==> config.mk <==
export PLATFORM = sky130hd
export DESIGN_NAME = amiga_video_top
export DESIGN_NICKNAME = d
export VERILOG_FILES = /design/src/hw/amiga_video_pkg.sv /design/src/hw/amiga_video_top.sv /design/src/hw/bridge_decoder.sv /design/src/hw/video_offset_regs.sv /design/src/hw/video_output_formatter.sv /design/src/hw/video_timing_tracker.sv
export VERILOG_INCLUDE_DIRS = /design/src /design/src/hw
export SDC_FILE = /design/constraint.sdc
export NUM_CORES = 1
export LEC_CHECK = 0
export BUFFER_PORTS_ARGS = -buffer_cell sky130_fd_sc_hd__buf_2
export CAP_MARGIN = 20
export CORE_ASPECT_RATIO = 0.8
export CORE_MARGIN = 1.5
export CORE_UTILIZATION = 30
export DETAILED_ROUTE_END_ITERATION = 16
export SLEW_MARGIN = 20
export SYNTH_ARGS = -nofsm -noshare
export SYNTH_HDL_FRONTEND = slang
export SYNTH_SLANG_ARGS = --single-unit
==> constraint.sdc <==
create_clock -name clk_74a -period 2.4 [get_ports clk_74a]
set_clock_uncertainty 0.2 [all_clocks]
set_input_delay 0.24 -clock clk_74a [delete_from_list [all_inputs] [get_ports clk_74a]]
set_output_delay 0.24 -clock clk_74a [all_outputs]
set_load 0.02 [all_outputs]
==> src/hw/amiga_video_cfg.svh <==
// constants shared by the bridge registers and the video output path
// include wherever an address, width, box or colour is needed
`ifndef AMIGA_VIDEO_CFG_SVH
`define AMIGA_VIDEO_CFG_SVH

// host bridge
`define AV_BRIDGE_W   32
`define AV_VIDEO_BASE 24'h200000   // upper address bits of the video window
`define AV_REG_XOFS   8'h00
`define AV_REG_YOFS   8'h04

// video path widths
`define AV_OFS_W      8
`define AV_CNT_W      10
`define AV_HS_DELAY   4            // hsync delay stages to the scaler

// drive led squares, rows shared by both boxes
`define AV_BOX_Y_LO   5
`define AV_BOX_Y_HI   15
`define AV_FDD_X_LO   5
`define AV_FDD_X_HI   15
`define AV_HDD_X_LO   20
`define AV_HDD_X_HI   35
`define AV_LED_LEVEL  8'hF0

`endif

==> src/hw/amiga_video_pkg.sv <==
// types shared by the bridge decoder, the offset registers and the video path
// modules pull these in with a wildcard import
`include "amiga_video_cfg.svh"

package amiga_video_pkg;

	// host bridge request, plain one-cycle strobes
	typedef struct packed {
		logic [`AV_BRIDGE_W-1:0] addr;
		logic                    rd;
		logic                    wr;
		logic [`AV_BRIDGE_W-1:0] wr_data;
	} bridge_req_t;

	typedef enum logic {
		dev_none,
		dev_video_regs
	} bus_dev_e;

	// picture as it leaves the chipset, syncs active low
	typedef struct packed {
		logic [7:0] r;
		logic [7:0] g;
		logic [7:0] b;
		logic       hs;
		logic       vs;
		logic       hblank;
		logic       vblank;
		logic       lace;
		logic       field1;
		logic [1:0] res;
	} core_video_t;

	typedef struct packed {
		logic hs_fall;
		logic vs_fall;
		logic hblank_rise;
		logic active;
	} video_event_t;

	typedef enum logic [1:0] {
		src_picture,
		src_fdd_led,
		src_hdd_led
	} pixel_src_e;

	typedef struct packed {
		logic [23:0] rgb;
		logic        de;
		logic        vs;
		logic        hs;
	} scaler_video_t;

endpackage

==> src/hw/amiga_video_top.sv <==
// video output path of the amiga core with its host bridge registers
// the host sets picture offsets over the bridge, the core picture comes
// in raw and leaves formatted for the scaler
`timescale 1ns/10ps
`include "amiga_video_cfg.svh"

module amiga_video_top import amiga_video_pkg::*; (
	input  logic                    clk_74a,
	input  logic                    cpu_rst,
	input  bridge_req_t             bridge,
	output logic [`AV_BRIDGE_W-1:0] bridge_rd_data,
	input  core_video_t             core_video,
	input  logic                    fdd_led,
	input  logic                    hdd_led,
	output scaler_video_t           scaler
);

	logic [`AV_BRIDGE_W-1:0] video_regs_rd_data;
	logic [`AV_OFS_W-1:0]    x_offset;
	logic [`AV_OFS_W-1:0]    y_offset;
	video_event_t            events;
	pixel_src_e              pixel_src;
	logic                    frame_lace;
	logic                    frame_field;
	logic [2:0]              frame_res;
	logic                    de;

	////////////////////////////////////////////////////////////
	// host bridge side

	bridge_decoder u_bridge_decoder (
		.clk_74a            (clk_74a),
		.cpu_rst            (cpu_rst),
		.bus                (bridge),
		.video_regs_rd_data (video_regs_rd_data),
		.bridge_rd_data     (bridge_rd_data)
	);

	video_offset_regs u_video_offset_regs (
		.clk_74a  (clk_74a),
		.cpu_rst  (cpu_rst),
		.bus      (bridge),
		.rd_data  (video_regs_rd_data),
		.x_offset (x_offset),
		.y_offset (y_offset)
	);

	////////////////////////////////////////////////////////////
	// video side

	video_timing_tracker u_video_timing_tracker (
		.clk_74a     (clk_74a),
		.cpu_rst     (cpu_rst),
		.core        (core_video),
		.x_offset    (x_offset),
		.y_offset    (y_offset),
		.fdd_led     (fdd_led),
		.hdd_led     (hdd_led),
		.events      (events),
		.pixel_src   (pixel_src),
		.frame_lace  (frame_lace),
		.frame_field (frame_field),
		.frame_res   (frame_res),
		.de          (de)
	);

	video_output_formatter u_video_output_formatter (
		.clk_74a     (clk_74a),
		.cpu_rst     (cpu_rst),
		.core        (core_video),
		.events      (events),
		.pixel_src   (pixel_src),
		.frame_lace  (frame_lace),
		.frame_field (frame_field),
		.frame_res   (frame_res),
		.de          (de),
		.scaler      (scaler)
	);

endmodule

==> src/hw/bridge_decoder.sv <==
// read side of the host bridge
// picks the device from the address and returns its read data,
// unmapped addresses read back as zero
`timescale 1ns/10ps
`include "amiga_video_cfg.svh"

module bridge_decoder import amiga_video_pkg::*; (
	input  logic                    clk_74a,
	input  logic                    cpu_rst,
	input  bridge_req_t             bus,
	input  logic [`AV_BRIDGE_W-1:0] video_regs_rd_data,
	output logic [`AV_BRIDGE_W-1:0] bridge_rd_data
);

	bus_dev_e dev_sel;

	////////////////////////////////////////////////////////////
	// address decode

	always_comb begin
		if (bus.addr[`AV_BRIDGE_W-1:8] == `AV_VIDEO_BASE) begin
			dev_sel = dev_video_regs;
		end else begin
			dev_sel = dev_none;
		end
	end

	////////////////////////////////////////////////////////////
	// read data mux, follows the live address

	always_comb begin
		case (dev_sel)
			dev_video_regs: bridge_rd_data = video_regs_rd_data;
			default:        bridge_rd_data = '0;   // unmapped
		endcase
	end

	// the host issues one access at a time
	a_no_rd_wr_overlap: assert property (
		@(posedge clk_74a) disable iff (!cpu_rst)
		!(bus.rd && bus.wr)
	) else $error("bridge rd and wr strobes high together");

endmodule

==> src/hw/video_offset_regs.sv <==
// horizontal and vertical picture offsets, written and read by the host
// readback goes through two register stages, so data shows up on the
// bridge two edges after the read strobe
`timescale 1ns/10ps
`include "amiga_video_cfg.svh"

module video_offset_regs import amiga_video_pkg::*; (
	input  logic                    clk_74a,
	input  logic                    cpu_rst,
	input  bridge_req_t             bus,
	output logic [`AV_BRIDGE_W-1:0] rd_data,
	output logic [`AV_OFS_W-1:0]    x_offset,
	output logic [`AV_OFS_W-1:0]    y_offset
);

	localparam int PAD_W = `AV_BRIDGE_W - `AV_OFS_W;

	logic                    win_hit;
	logic [`AV_BRIDGE_W-1:0] rd_q;   // first readback stage

	assign win_hit = (bus.addr[`AV_BRIDGE_W-1:8] == `AV_VIDEO_BASE);

	////////////////////////////////////////////////////////////
	// register writes

	always_ff @(posedge clk_74a) begin
		if (!cpu_rst) begin
			x_offset <= '0;
			y_offset <= '0;
		end else if (bus.wr && win_hit) begin
			case (bus.addr[7:0])
				`AV_REG_XOFS: x_offset <= bus.wr_data[`AV_OFS_W-1:0];
				`AV_REG_YOFS: y_offset <= bus.wr_data[`AV_OFS_W-1:0];
				default: ;   // other offsets ignored
			endcase
		end
	end

	////////////////////////////////////////////////////////////
	// readback

	always_ff @(posedge clk_74a) begin
		if (!cpu_rst) begin
			rd_q    <= '0;
			rd_data <= '0;
		end else begin
			if (bus.rd && win_hit) begin
				case (bus.addr[7:0])
					`AV_REG_XOFS: rd_q <= {{PAD_W{1'b0}}, x_offset};
					`AV_REG_YOFS: rd_q <= {{PAD_W{1'b0}}, y_offset};
					default: ;   // keep last value
				endcase
			end
			rd_data <= rd_q;
		end
	end

endmodule

==> src/hw/video_output_formatter.sv <==
// builds the scaler stream: picture or led overlay during active video,
// the interlace marker on vsync and the resolution marker at hblank start
// hsync goes out through a short delay chain
`timescale 1ns/10ps
`include "amiga_video_cfg.svh"

module video_output_formatter import amiga_video_pkg::*; (
	input  logic          clk_74a,
	input  logic          cpu_rst,
	input  core_video_t   core,
	input  video_event_t  events,
	input  pixel_src_e    pixel_src,
	input  logic          frame_lace,
	input  logic          frame_field,
	input  logic [2:0]    frame_res,
	input  logic          de,
	output scaler_video_t scaler
);

	logic [23:0]             rgb_q;
	logic                    vs_q;
	logic                    hs_q;
	logic [`AV_HS_DELAY-1:0] hs_pipe;   // hsync delay stages
	logic [2:0]              lace_mark;

	// scaler reads this as odd/even/progressive
	assign lace_mark = {frame_field & frame_lace, frame_lace, ~frame_field & frame_lace};

	////////////////////////////////////////////////////////////
	// rgb priority and vsync

	always_ff @(posedge clk_74a) begin
		if (!cpu_rst) begin
			rgb_q <= '0;
			vs_q  <= 1'b0;
		end else begin
			vs_q <= events.vs_fall;
			if (events.vs_fall) begin
				rgb_q <= {21'd0, lace_mark};
			end else if (events.active) begin
				case (pixel_src)
					src_fdd_led: rgb_q <= {8'h00, `AV_LED_LEVEL, 8'h00};   // green
					src_hdd_led: rgb_q <= {`AV_LED_LEVEL, 16'h0000};       // red
					default:     rgb_q <= {core.r, core.g, core.b};
				endcase
			end else if (events.hblank_rise) begin
				rgb_q <= {8'd0, frame_res, 13'd0};   // resolution in bits 15:13
			end else begin
				rgb_q <= '0;
			end
		end
	end

	////////////////////////////////////////////////////////////
	// hsync delay chain

	always_ff @(posedge clk_74a) begin
		if (!cpu_rst) begin
			hs_pipe <= '0;
			hs_q    <= 1'b0;
		end else begin
			hs_pipe <= {hs_pipe[`AV_HS_DELAY-2:0], events.hs_fall};
			hs_q    <= hs_pipe[`AV_HS_DELAY-1];
		end
	end

	assign scaler = '{rgb: rgb_q, de: de, vs: vs_q, hs: hs_q};

	// marker cycle must not be taken as a pixel
	a_vs_not_de: assert property (
		@(posedge clk_74a) disable iff (!cpu_rst)
		!(scaler.vs && scaler.de)
	) else $error("video_vs and video_de high together");

endmodule

==> src/hw/video_timing_tracker.sv <==
// follows the core's syncs and blanks, counts pixels and lines and
// applies the picture offsets to produce data enable
// also captures per-frame lace/field/resolution and picks the led overlay
`timescale 1ns/10ps
`include "amiga_video_cfg.svh"

module video_timing_tracker import amiga_video_pkg::*; (
	input  logic                 clk_74a,
	input  logic                 cpu_rst,
	input  core_video_t          core,
	input  logic [`AV_OFS_W-1:0] x_offset,
	input  logic [`AV_OFS_W-1:0] y_offset,
	input  logic                 fdd_led,
	input  logic                 hdd_led,
	output video_event_t         events,
	output pixel_src_e           pixel_src,
	output logic                 frame_lace,
	output logic                 frame_field,
	output logic [2:0]           frame_res,
	output logic                 de
);

	logic                 hs_q, vs_q, hblank_q;   // sync history
	logic                 de_q;
	logic [`AV_CNT_W-1:0] x_cnt, y_cnt;
	logic [`AV_OFS_W-1:0] x_cd, y_cd;             // offset countdowns
	logic                 in_rows;

	////////////////////////////////////////////////////////////
	// edge events in the same cycle as the input change

	always_comb begin
		events.hs_fall     = hs_q & ~core.hs;
		events.vs_fall     = vs_q & ~core.vs;
		events.hblank_rise = core.hblank & ~hblank_q;
		events.active      = ~core.hblank & ~core.vblank & ~events.vs_fall;
	end

	////////////////////////////////////////////////////////////
	// counters, countdowns and frame capture

	always_ff @(posedge clk_74a) begin
		if (!cpu_rst) begin
			hs_q        <= 1'b0;
			vs_q        <= 1'b0;
			hblank_q    <= 1'b0;
			de          <= 1'b0;
			de_q        <= 1'b0;
			x_cnt       <= '0;
			y_cnt       <= '0;
			x_cd        <= '0;
			y_cd        <= '0;
			frame_lace  <= 1'b0;
			frame_field <= 1'b0;
			frame_res   <= '0;
		end else begin
			hs_q     <= core.hs;
			vs_q     <= core.vs;
			hblank_q <= core.hblank;
			de_q     <= de;
			de       <= events.active && x_cd == '0 && y_cd == '0;

			if (de) x_cnt <= x_cnt + 1'b1;
			if (de && !de_q) y_cnt <= y_cnt + 1'b1;   // new visible line

			if (events.hs_fall) begin
				x_cnt       <= '0;
				x_cd        <= x_offset;
				frame_field <= core.field1;
				if (y_cd != '0) y_cd <= y_cd - 1'b1;
			end else if (events.active && x_cd != '0) begin
				x_cd <= x_cd - 1'b1;
			end

			if (events.vs_fall) begin
				y_cd       <= y_offset;
				y_cnt      <= '0;
				frame_lace <= core.lace;
				frame_res  <= {core.lace, core.res};
			end
		end
	end

	////////////////////////////////////////////////////////////
	// led overlay choice from the counters before update

	assign in_rows = y_cnt >= `AV_BOX_Y_LO && y_cnt <= `AV_BOX_Y_HI;

	always_comb begin
		pixel_src = src_picture;
		if (in_rows && fdd_led && x_cnt >= `AV_FDD_X_LO && x_cnt <= `AV_FDD_X_HI)
			pixel_src = src_fdd_led;
		else if (in_rows && hdd_led && x_cnt >= `AV_HDD_X_LO && x_cnt <= `AV_HDD_X_HI)
			pixel_src = src_hdd_led;
	end

	// lines above the vertical offset stay dark
	a_de_after_y_offset: assert property (
		@(posedge clk_74a) disable iff (!cpu_rst)
		$rose(de) |-> y_cd == '0
	) else $error("de rose while vertical offset still counting");

endmodule

## After elaboration in Yosys (flattened, before gate mapping)

Index checks and enable logic that the tools add are counted.

| cells by class | value |
|---|---|
| reduce and logical (&&, ||, !) cells | 29 |
| $add $sub $neg | 4 |
| muxes and demuxes | 14 |
| bitwise operators | 15 |
| magnitude comparators | 6 |
| equality and inequality tests | 4 |

Operators by type and width:

| kind | number |
|---|---|
| one-hot mux 32 bit (2 select lines) | 1 |
| one-hot mux 24 bit (2 select lines) | 1 |
| 2-to-1 mux 8 bit | 5 |
| 2-to-1 mux 32 bit | 1 |
| == test 24 x 22 -> 1 bit (second input constant) | 1 |
| zero test 8 bit | 3 |
| 2-to-1 mux 24 bit | 1 |
| adder 10 x 1 -> 10 bit (second input constant) | 2 |
| >= comparator 10 x 3 -> 1 bit (second input constant) | 2 |
| <= comparator 10 x 4 -> 1 bit (second input constant) | 2 |
| 2-to-1 mux 16 bit | 1 |
| nonzero test 8 bit | 2 |
| subtractor 8 x 1 -> 8 bit (second input constant) | 2 |
| logical AND 1 bit | 13 |
| >= comparator 10 x 5 -> 1 bit (second input constant) | 1 |
| <= comparator 10 x 6 -> 1 bit (second input constant) | 1 |
| == test 8 x 3 -> 1 bit (second input constant) | 1 |
| NOT 1 bit | 8 |
| AND reduction 2 bit | 4 |
| nonzero test 2 bit | 4 |
| bitwise AND 1 bit | 7 |
| 2-to-1 mux 2 bit | 2 |
| OR reduction 2 bit | 2 |
| 2-to-1 mux 3 bit | 1 |
| other kinds (4) | 4 |

| word-level totals | value |
|---|---|
| word-level logic and storage cells | 93 |
| bits of input ports | 102 |
| register bits | 156 |
| output and inout port bits | 59 |

## Longest topological paths before layout

Gate-level depths: netlist of the first run.

| logic depth | value |
|---|---|
| word-level depth | 11 |
| mapped depth | 8 |
| gate-level depth less buffers | 7 |

## Cells and area by module

Synthesis of the first run repeated with hierarchy kept, for this count alone.

| second synthesis, totals | value |
|---|---|
| cell total of the unflattened synthesis | 580 |
| area total of the unflattened synthesis | 5286.3 µm² |

By module, submodules not included:

| module | times used | cells each | area each (µm²) | sequential area each (µm²) |
|---|---|---|---|---|
| video_timing_tracker | 1 | 275 | 2308.5 | 900.9 |
| video_offset_regs | 1 | 173 | 1667.8 | 640.6 |
| video_output_formatter | 1 | 86 | 983.4 | 600.6 |
| bridge_decoder | 1 | 46 | 326.6 | 0.0 |

## Worst setup path before layout of the first run

Ideal clock, no wire load.

| timing | value |
|---|---|
| path kind | input -> register |
| start point | input bridge[39] in the netlist's numbering |
| end point | register u_video_offset_regs.rd_q[1] |
| stages on the path | 6 |
| slack | 0.329 ns |
| library setup time | 0.125 ns |
| arrival | 1.746 ns |
| buffers on the path | 1 |
| required time | 2.075 ns |
| cells stage by stage | or4_4 > or4_4 > buf_6 > mux2_2 > nand2_1 > mux2i_1 |

| on the way | value |
|---|---|
| longest elaborated chain between the ends | 3 |
| elaborated cells on any way between the ends | 5 |
| those cells by class | 1 x eq/ne; 1 x mux; 3 x reduce/logical |

Ends and longest elaborated chain:

| what | line | text |
|---|---|---|
| start, declared | amiga_video_top.sv:10 | `input bridge_req_t bridge,` |
| == test 8 x 3 -> 1 bit or zero test 8 bit (tied branches) | video_offset_regs.sv:48 | `case (bus.addr[7:0])` |
| nonzero test 2 bit (no source line) | - |  |
| AND reduction 2 bit (no source line) | - |  |
| end signal, assigned | video_offset_regs.sv:49 | `` `AV_REG_XOFS: rd_q <= {{PAD_W{1'b0}}, x_offset}; `` |
| end signal, assigned | video_offset_regs.sv:50 | `` `AV_REG_YOFS: rd_q <= {{PAD_W{1'b0}}, y_offset}; `` |
| end, declared | video_offset_regs.sv:19 | `` logic [`AV_BRIDGE_W-1:0] rd_q; `` |

Parallel ways exist; a longest one is shown, timed or not. The select of a mux whose other input is x is not followed.
A chain may end at the register's enable or synchronous reset.

## Worst setup path in the final report of the first run

| timing | value |
|---|---|
| start point | input core_video[5] in the netlist's numbering |
| end point | register u_video_timing_tracker.x_cd[4] |

| on the way | value |
|---|---|
| longest elaborated chain between the ends | 5 |

Ends and longest elaborated chain:

| what | line | text |
|---|---|---|
| start, declared | amiga_video_top.sv:12 | `input core_video_t core_video,` |
| NOT 1 bit | video_timing_tracker.sv:36 | `events.active = ~core.hblank & ~core.vblank & ~events.vs_fall;` |
| bitwise AND 1 bit (2 in a row) | video_timing_tracker.sv:36 |  |
| logical AND 1 bit | video_timing_tracker.sv:71 | `end else if (events.active && x_cd != '0) begin` |
| nonzero test 2 bit (no source line) | - |  |
| end signal, assigned | video_timing_tracker.sv:68 | `x_cd <= x_offset;` |
| end signal, assigned | video_timing_tracker.sv:72 | `x_cd <= x_cd - 1'b1;` |
| end, declared | video_timing_tracker.sv:26 | `` logic [`AV_OFS_W-1:0] x_cd, y_cd; `` |

No other way between the ends.

==> impl_metrics.env, run 1 <==
export IMPL_status="complete, no violations"
export IMPL_synthMuxAreaShare=0.0775
export IMPL_hold_depth=3
export IMPL_drive_gt1_frac=0.235
export IMPL_rsz0062_at_grt="no"
export IMPL_synth_ff_type="dfxtp_1"
export IMPL_synth_top_family_by_area="simple AND/OR/NAND/NOR gates"
export IMPL_placed_area_um2=5350
export IMPL_grt_pass1_wl_um=17600
export IMPL_critical_path_cell_chain="dlygate4sd3_1 > buf_2 > nor3_2 > nand3_1 > or4_1 > a31oi_1"
export IMPL_drc=0
export IMPL_antenna_left=0
export IMPL_cts_setup_buffers=0
export IMPL_p_comb_frac=0.110
export IMPL_rows=40
export IMPL_synth_area_top_cells="dfxtp_1, mux2i_1, nand2_1, buf_4, and2_1"
export IMPL_synth_cell_types=50
export IMPL_routabilityCongestion=0.775
export IMPL_overflow=0
export IMPL_clock_sinks=107
export IMPL_synth_warnings=0
export IMPL_grt_max_degree=26
export IMPL_yosysTopAreaCellShare=0.461
export IMPL_maxCapViolCount=0
export IMPL_cts_htree_levels=3
export IMPL_syn_area_um2=4650
export IMPL_crit_required_ns=2.47
export IMPL_arrival_ns=2.22
export IMPL_clkLatencyLatePin_ns=0.35
export IMPL_critPathKind="in -> reg"
export IMPL_io_buffer_count=112
export IMPL_drt_iter0_drc=130
export IMPL_peakVddDrop_mv=0.353
export IMPL_root_buffer="clkbuf_16"
export IMPL_die_h_um=114
export IMPL_cts_max_path_buffers=2
export IMPL_reg2reg_depth=8
export IMPL_synth_common_cells="dfxtp_1, nand2_1, nor2_1"
export IMPL_drv_slew=0
export IMPL_synth_area_leader_cell="dfxtp_1"
export IMPL_clkPwrFrac=0.402
export IMPL_crit_buf_inv=2
export IMPL_grt_pass1_vias=3895
export IMPL_seqPwrFrac=0.489
export IMPL_dp_hpwl_um=7930
export IMPL_nNetsFinal=776
export IMPL_cp_max_fo=8
export IMPL_die_area_um2=16300
export IMPL_synth_cells=512
export IMPL_synth_compound_area_frac=0.0757
export IMPL_grt_util_all_layers=0.135
export IMPL_cts_made_buffers=9
export IMPL_cp_top_family="simple AND/OR/NAND/NOR gates"
export IMPL_period_minus_slack_ns=2.15
export IMPL_p_per_area_nw_per_um2=626
export IMPL_fmax_mhz=465
export IMPL_cts_tree="built"
export IMPL_ys_ff_latch=107
export IMPL_antenna_found_initial=0
export IMPL_wl_um=10800
export IMPL_critPathSlowestCell="dlygate4sd3_1"
export IMPL_worst_slew_pin_slew_ns=0.505
export IMPL_finalSetupViolCount=0
export IMPL_max_slew_margin=0.662
export IMPL_die_w_um=142
export IMPL_period_share=0.895
export IMPL_core_area_um2=15100
export IMPL_async_reset_ff_frac=0
export IMPL_initial_core_util=0.308
export IMPL_synth_edf_count=0
export IMPL_vias=3938
export IMPL_final_area_um2=6040
export IMPL_hold_ws_ns=0.0166
export IMPL_synth_xor_area_share=0.0433
export IMPL_fill_cells=1511
export IMPL_synth_simple_area_share=0.230
export IMPL_diodes=0
export IMPL_switching_power_uw=952
export IMPL_cts_clk_slew_worst_paths_ns=0.08
export IMPL_endpoint_kind="flip-flop"
export IMPL_syn_avg_cell_area_um2=9.08
export IMPL_regArea_um2=2140
export IMPL_synthAdderAreaFrac=0.0296
export IMPL_yosysMostFrequentCell="dfxtp_1"
export IMPL_power_internal_uw=2830
export IMPL_dp_cells=825
export IMPL_avgRoutedWirePerCell_um=12.3
export IMPL_seq_area_frac_synth=0.461
export IMPL_final_cells=878
export IMPL_multiInputGateArea_um2=2220
export IMPL_via_per_inst=4.49
export IMPL_crit_cells=6
export IMPL_slowest_delay_ns=0.54
export IMPL_start_kind="input port"
export IMPL_tns_ns=0
export IMPL_ioPinCount=161
export IMPL_hp_class="in -> reg"
export IMPL_power_switching_share=0.252
export IMPL_power_leakage_uw=0.00267
export IMPL_firstDrtPassIters=4
export IMPL_synthToLayoutAreaGrowth_pct=30.0
export IMPL_finalHoldViolCount=0
logic make-up after synthesis:
logic type,Yosys count
multiplexers,35
adder cells (fa/ha/maj),11
other,1
buffers and inverters,64
AO/OA/AOI/OAI,59
AND/OR/NAND/NOR,212
flip-flops,107
XOR/XNOR,23
worst paths after layout:
kind	from	endpoint	slack, ns
hold reg to reg	u_video_output_formatter.hs_pipe[2]$_SDFF_PN0_	u_video_output_formatter.hs_pipe[3]$_SDFF_PN0_	0.24
setup / recovery	core_video[5]	u_video_timing_tracker.x_cd[4]$_SDFFE_PN0P_	0.25
setup reg to reg	u_video_timing_tracker.y_cnt[0]$_SDFFE_PP0P_	u_video_output_formatter.rgb_q[2]$_SDFF_PN0_	0.40
hold / removal	bridge[33]	u_video_offset_regs.rd_q[0]$_SDFFE_PN0P_	0.02
through the flow:
stage               setup slack (ns)   util  power, uW
floorplan                      0.329      -       2150
global placement               0.230  0.355       2240
detailed placement             0.211  0.355       2250
CTS                            0.192  0.401       3830
global route                  0.0677  0.401       3940
finish                         0.252  0.401       3780
worst reg2reg max path, cell delays in order, from the launching register on:
cell and delay, ns:
dfxtp_1 0.41, inv_1 0.06, ha_1 0.19, nand2b_1 0.08, a21oi_1 0.09, nor3b_1 0.31, a21oi_1 0.13, buf_4 0.20
a32o_1 0.21
layout make-up:
class	count	area share
clock inverter	7	0.0141
tap	210	0.0435
multi-input combinational	364	0.367
timing repair buffer	164	0.173
clock buffer	9	0.0373
inverter	17	0.0106
sequential	107	0.355
power groups by stage:
stage / logic (uW) / clock network [uW] / registers [uW]
2_1_floorplan: 253 / 0 / 1900
3_3_place_gp: 352 / 0 / 1890
3_5_place_dp: 363 / 0 / 1890
4_1_cts: 412 / 1570 / 1850
5_1_grt: 460 / 1620 / 1860
6_report: 414 / 1520 / 1850
routing by layer:
layer  vias up  track usage  wire length (um)  part of all wire
met3        12       0.0305               487             0.045
li1       1972            -                 -                 -
met4         0       0.0467               117             0.011
met5         -            0                 0                 0
met1      1855        0.161              4790              0.44
met2        99        0.239              5380              0.50
cell usage in the layout (no fill, tap or decap), drive strengths merged, types with 19 or more instances in the layout:
| cell | Yosys | routed |
|---|---|---|
| dlygate4sd3 | 0 | 37 |
| nor2 | 43 | 43 |
| inv | 17 | 19 |
| dfxtp | 107 | 107 |
| buf | 31 | 127 |
| and2 | 31 | 31 |
| conb | 1 | 24 |
| mux2i | 27 | 27 |
| a21oi | 22 | 22 |
| nand2 | 71 | 71 |
state kept, by name, indices dropped and copies added (netlist names), 3 cells and up:
signal                            cells
u_video_timing_tracker.y_cd           8
u_video_offset_regs.rd_data           8
u_video_offset_regs.x_offset          8
u_video_output_formatter.hs_pipe      4
u_video_output_formatter.rgb_q       24
u_video_timing_tracker.x_cd           8
u_video_timing_tracker.x_cnt         10
u_video_timing_tracker.y_cnt         10
u_video_offset_regs.y_offset          8
u_video_timing_tracker.frame_res      3
u_video_offset_regs.rd_q              8
what timing repair did:
item	CTS	global route
setup endpoints to repair	0	1
hold endpoints to repair	43	0
hold buffers	37	0
gates resized for setup	0	1
No activity file was read; power rests on OpenSTA's default activity.
==> inputs of run 2 (changes only) <==
Settings changed: CTS_BUF_LIST set to sky130_fd_sc_hd__clkbuf_2, CTS_CLUSTER_SIZE set to 30.
==> impl_metrics.env, run 2 (synthesized netlist as in run 1, its figures left out) <==
export IMPL_avgRoutedWirePerCell_um=12.4
export IMPL_via_per_inst=4.48
export IMPL_p_total_uw=3190
export IMPL_tns_ns=0
export IMPL_clock_sinks=107
export IMPL_grt_pass1_vias=4033
export IMPL_critPathKind="in -> reg"
export IMPL_max_slew_margin=0.646
export IMPL_fill_cells=1509
export IMPL_cts_clk_slew_worst_paths_ns=0.33
export IMPL_crit_required_ns=2.75
export IMPL_die_w_um=142
export IMPL_reg2reg_depth=9
export IMPL_r2r_slack_ns=0.16
export IMPL_cp_max_fo=8
export IMPL_drc=0
export IMPL_maxCapViolCount=0
export IMPL_dp_slack_ns=0.211
export IMPL_firstDrtPassIters=6
export IMPL_core_area_um2=15100
export IMPL_finalHoldViolCount=0
export IMPL_wl_um=11300
export IMPL_vias=4066
export IMPL_die_area_um2=16300
export IMPL_antenna_found_initial=0
export IMPL_fin_ws_ns=0.127
export IMPL_cts_tree="built"
export IMPL_drive_gt1_frac=0.238
export IMPL_dp_hpwl_um=7930
export IMPL_final_area_um2=6180
export IMPL_regMostFlops="u_video_output_formatter.rgb_q"
export IMPL_endpoint_kind="flip-flop"
export IMPL_status="complete, no violations"
export IMPL_power_leakage_uw=0.00273
export IMPL_nNetsFinal=805
export IMPL_final_cell_mix="buf_2, dfxtp_1, nand2_1, dlygate4sd3_1, nor2_1"
export IMPL_drv_slew=0
export IMPL_die_h_um=114
export IMPL_period_share=0.947
export IMPL_initial_core_util=0.308
export IMPL_start_kind="input port"
export IMPL_cts_htree_levels=3
export IMPL_cts_made_buffers=9
export IMPL_hp_class="in -> reg"
export IMPL_diodes=0
export IMPL_worst_slew_pin_slew_ns=0.528
export IMPL_final_common_cell="buf_2"
export IMPL_grt_util_all_layers=0.141
export IMPL_rows=40
export IMPL_period_minus_slack_ns=2.27
export IMPL_finalSetupViolCount=0
export IMPL_arrival_ns=2.62
export IMPL_top_regs="u_video_output_formatter.rgb_q: 24 flops, u_video_timing_tracker.x_cnt: 10 flops, u_video_timing_tracker.y_cnt: 10 flops"
export IMPL_rsz0062_at_grt="yes"
export IMPL_antenna_left=0
export IMPL_r2r_start="u_video_timing_tracker.x_cnt[0]$_SDFFE_PP0P_"
export IMPL_whs_endpoint="u_video_offset_regs.rd_q[6]$_SDFFE_PN0P_"
export IMPL_min_from="bridge[37]"
export IMPL_synthToLayoutAreaGrowth_pct=33.0
export IMPL_io_buffer_count=112
export IMPL_placed_area_um2=5350
export IMPL_root_buffer="clkbuf_2"
export IMPL_hold_depth=6
export IMPL_dp_cells=825
export IMPL_drt_iter0_drc=139
export IMPL_final_cells=907
export IMPL_overflow=0
export IMPL_p_per_area_nw_per_um2=517
export IMPL_fmax_mhz=440
export IMPL_grt_max_degree=26
export IMPL_cts_setup_buffers=0
export IMPL_largest_register_ffs=24
export IMPL_peakVddDrop_mv=0.268
export IMPL_cts_max_path_buffers=2
export IMPL_grt_pass1_wl_um=18200
export IMPL_clkLatencyLatePin_ns=0.60
export IMPL_routabilityCongestion=0.775
export IMPL_r2r_end="u_video_output_formatter.rgb_q[14]$_SDFF_PP0_"
export IMPL_ioPinCount=161
[run 2: critical path, stage by stage]
cell and delay, ns:
dlygate4sd3_1 0.54, buf_2 0.14, nor4_1 0.32, buf_4 0.19, and4b_2 0.42, mux2i_1 0.22
dlygate4sd3_1 0.56
[run 2: final cells by class]
class | count | area (um2) | area share
clock buffers | 9 | 45.0 | 0.00729
multi-input cells | 364 | 2240 | 0.362
repair buffers | 193 | 1330 | 0.216
clock inverters | 7 | 85.1 | 0.0138
inverters | 17 | 63.8 | 0.0103
well taps | 210 | 263 | 0.0425
flip-flops and latches | 107 | 2150 | 0.348
[run 2: worst max path at each step]
stage / endpoint / slack [ns] / depth (start not counted) / startpoint
6_report: u_video_offset_regs.x_offset[0]$_SDFFE_PN0P_ / 0.13 / 7 / bridge[34]
5_1_grt: u_video_output_formatter.rgb_q[14]$_SDFF_PP0_ / -0.02 / 9 / u_video_timing_tracker.x_cnt[1]$_SDFFE_PP0P_
4_1_cts: u_video_offset_regs.y_offset[1]$_SDFFE_PN0P_ / 0.03 / 9 / bridge[52]
3_5_place_dp: u_video_offset_regs.rd_q[2]$_SDFFE_PN0P_ / 0.21 / 6 / bridge[39]
3_3_place_gp: u_video_offset_regs.rd_q[2]$_SDFFE_PN0P_ / 0.23 / 6 / bridge[39]
2_1_floorplan: u_video_offset_regs.rd_q[1]$_SDFFE_PN0P_ / 0.33 / 6 / bridge[39]
[run 2: power by group]
part           switching (uW)  internal, uW  total (uW)  leakage [uW]
sequential               31.4          1830        1860      0.000870
combinational             236           206         442       0.00178
clock                     630           262         892     0.0000786
[run 2: per-layer routing]
metal | global-route usage | vias up | routed length [um]
met5 | 0 | - | 0
met3 | 0.0372 | 15 | 528
met2 | 0.259 | 116 | 5700
met1 | 0.161 | 1905 | 4910
met4 | 0.0364 | 0 | 127
li1 | - | 2030 | -
[run 2: repair_timing]
action                     in CTS  in global routing
setup endpoints to repair       0                 13
gates resized for setup         0                 12
hold buffers                   67                  0
hold endpoints to repair       77                  0
[run 2: stage by stage]
step | utilization | hold slack [ns]
2_1_floorplan | - | 0.157
3_3_place_gp | 0.355 | 0.222
3_5_place_dp | 0.355 | 0.220
4_1_cts | 0.409 | 0.0358
5_1_grt | 0.410 | 0.0506
6_report | 0.410 | 0.0984
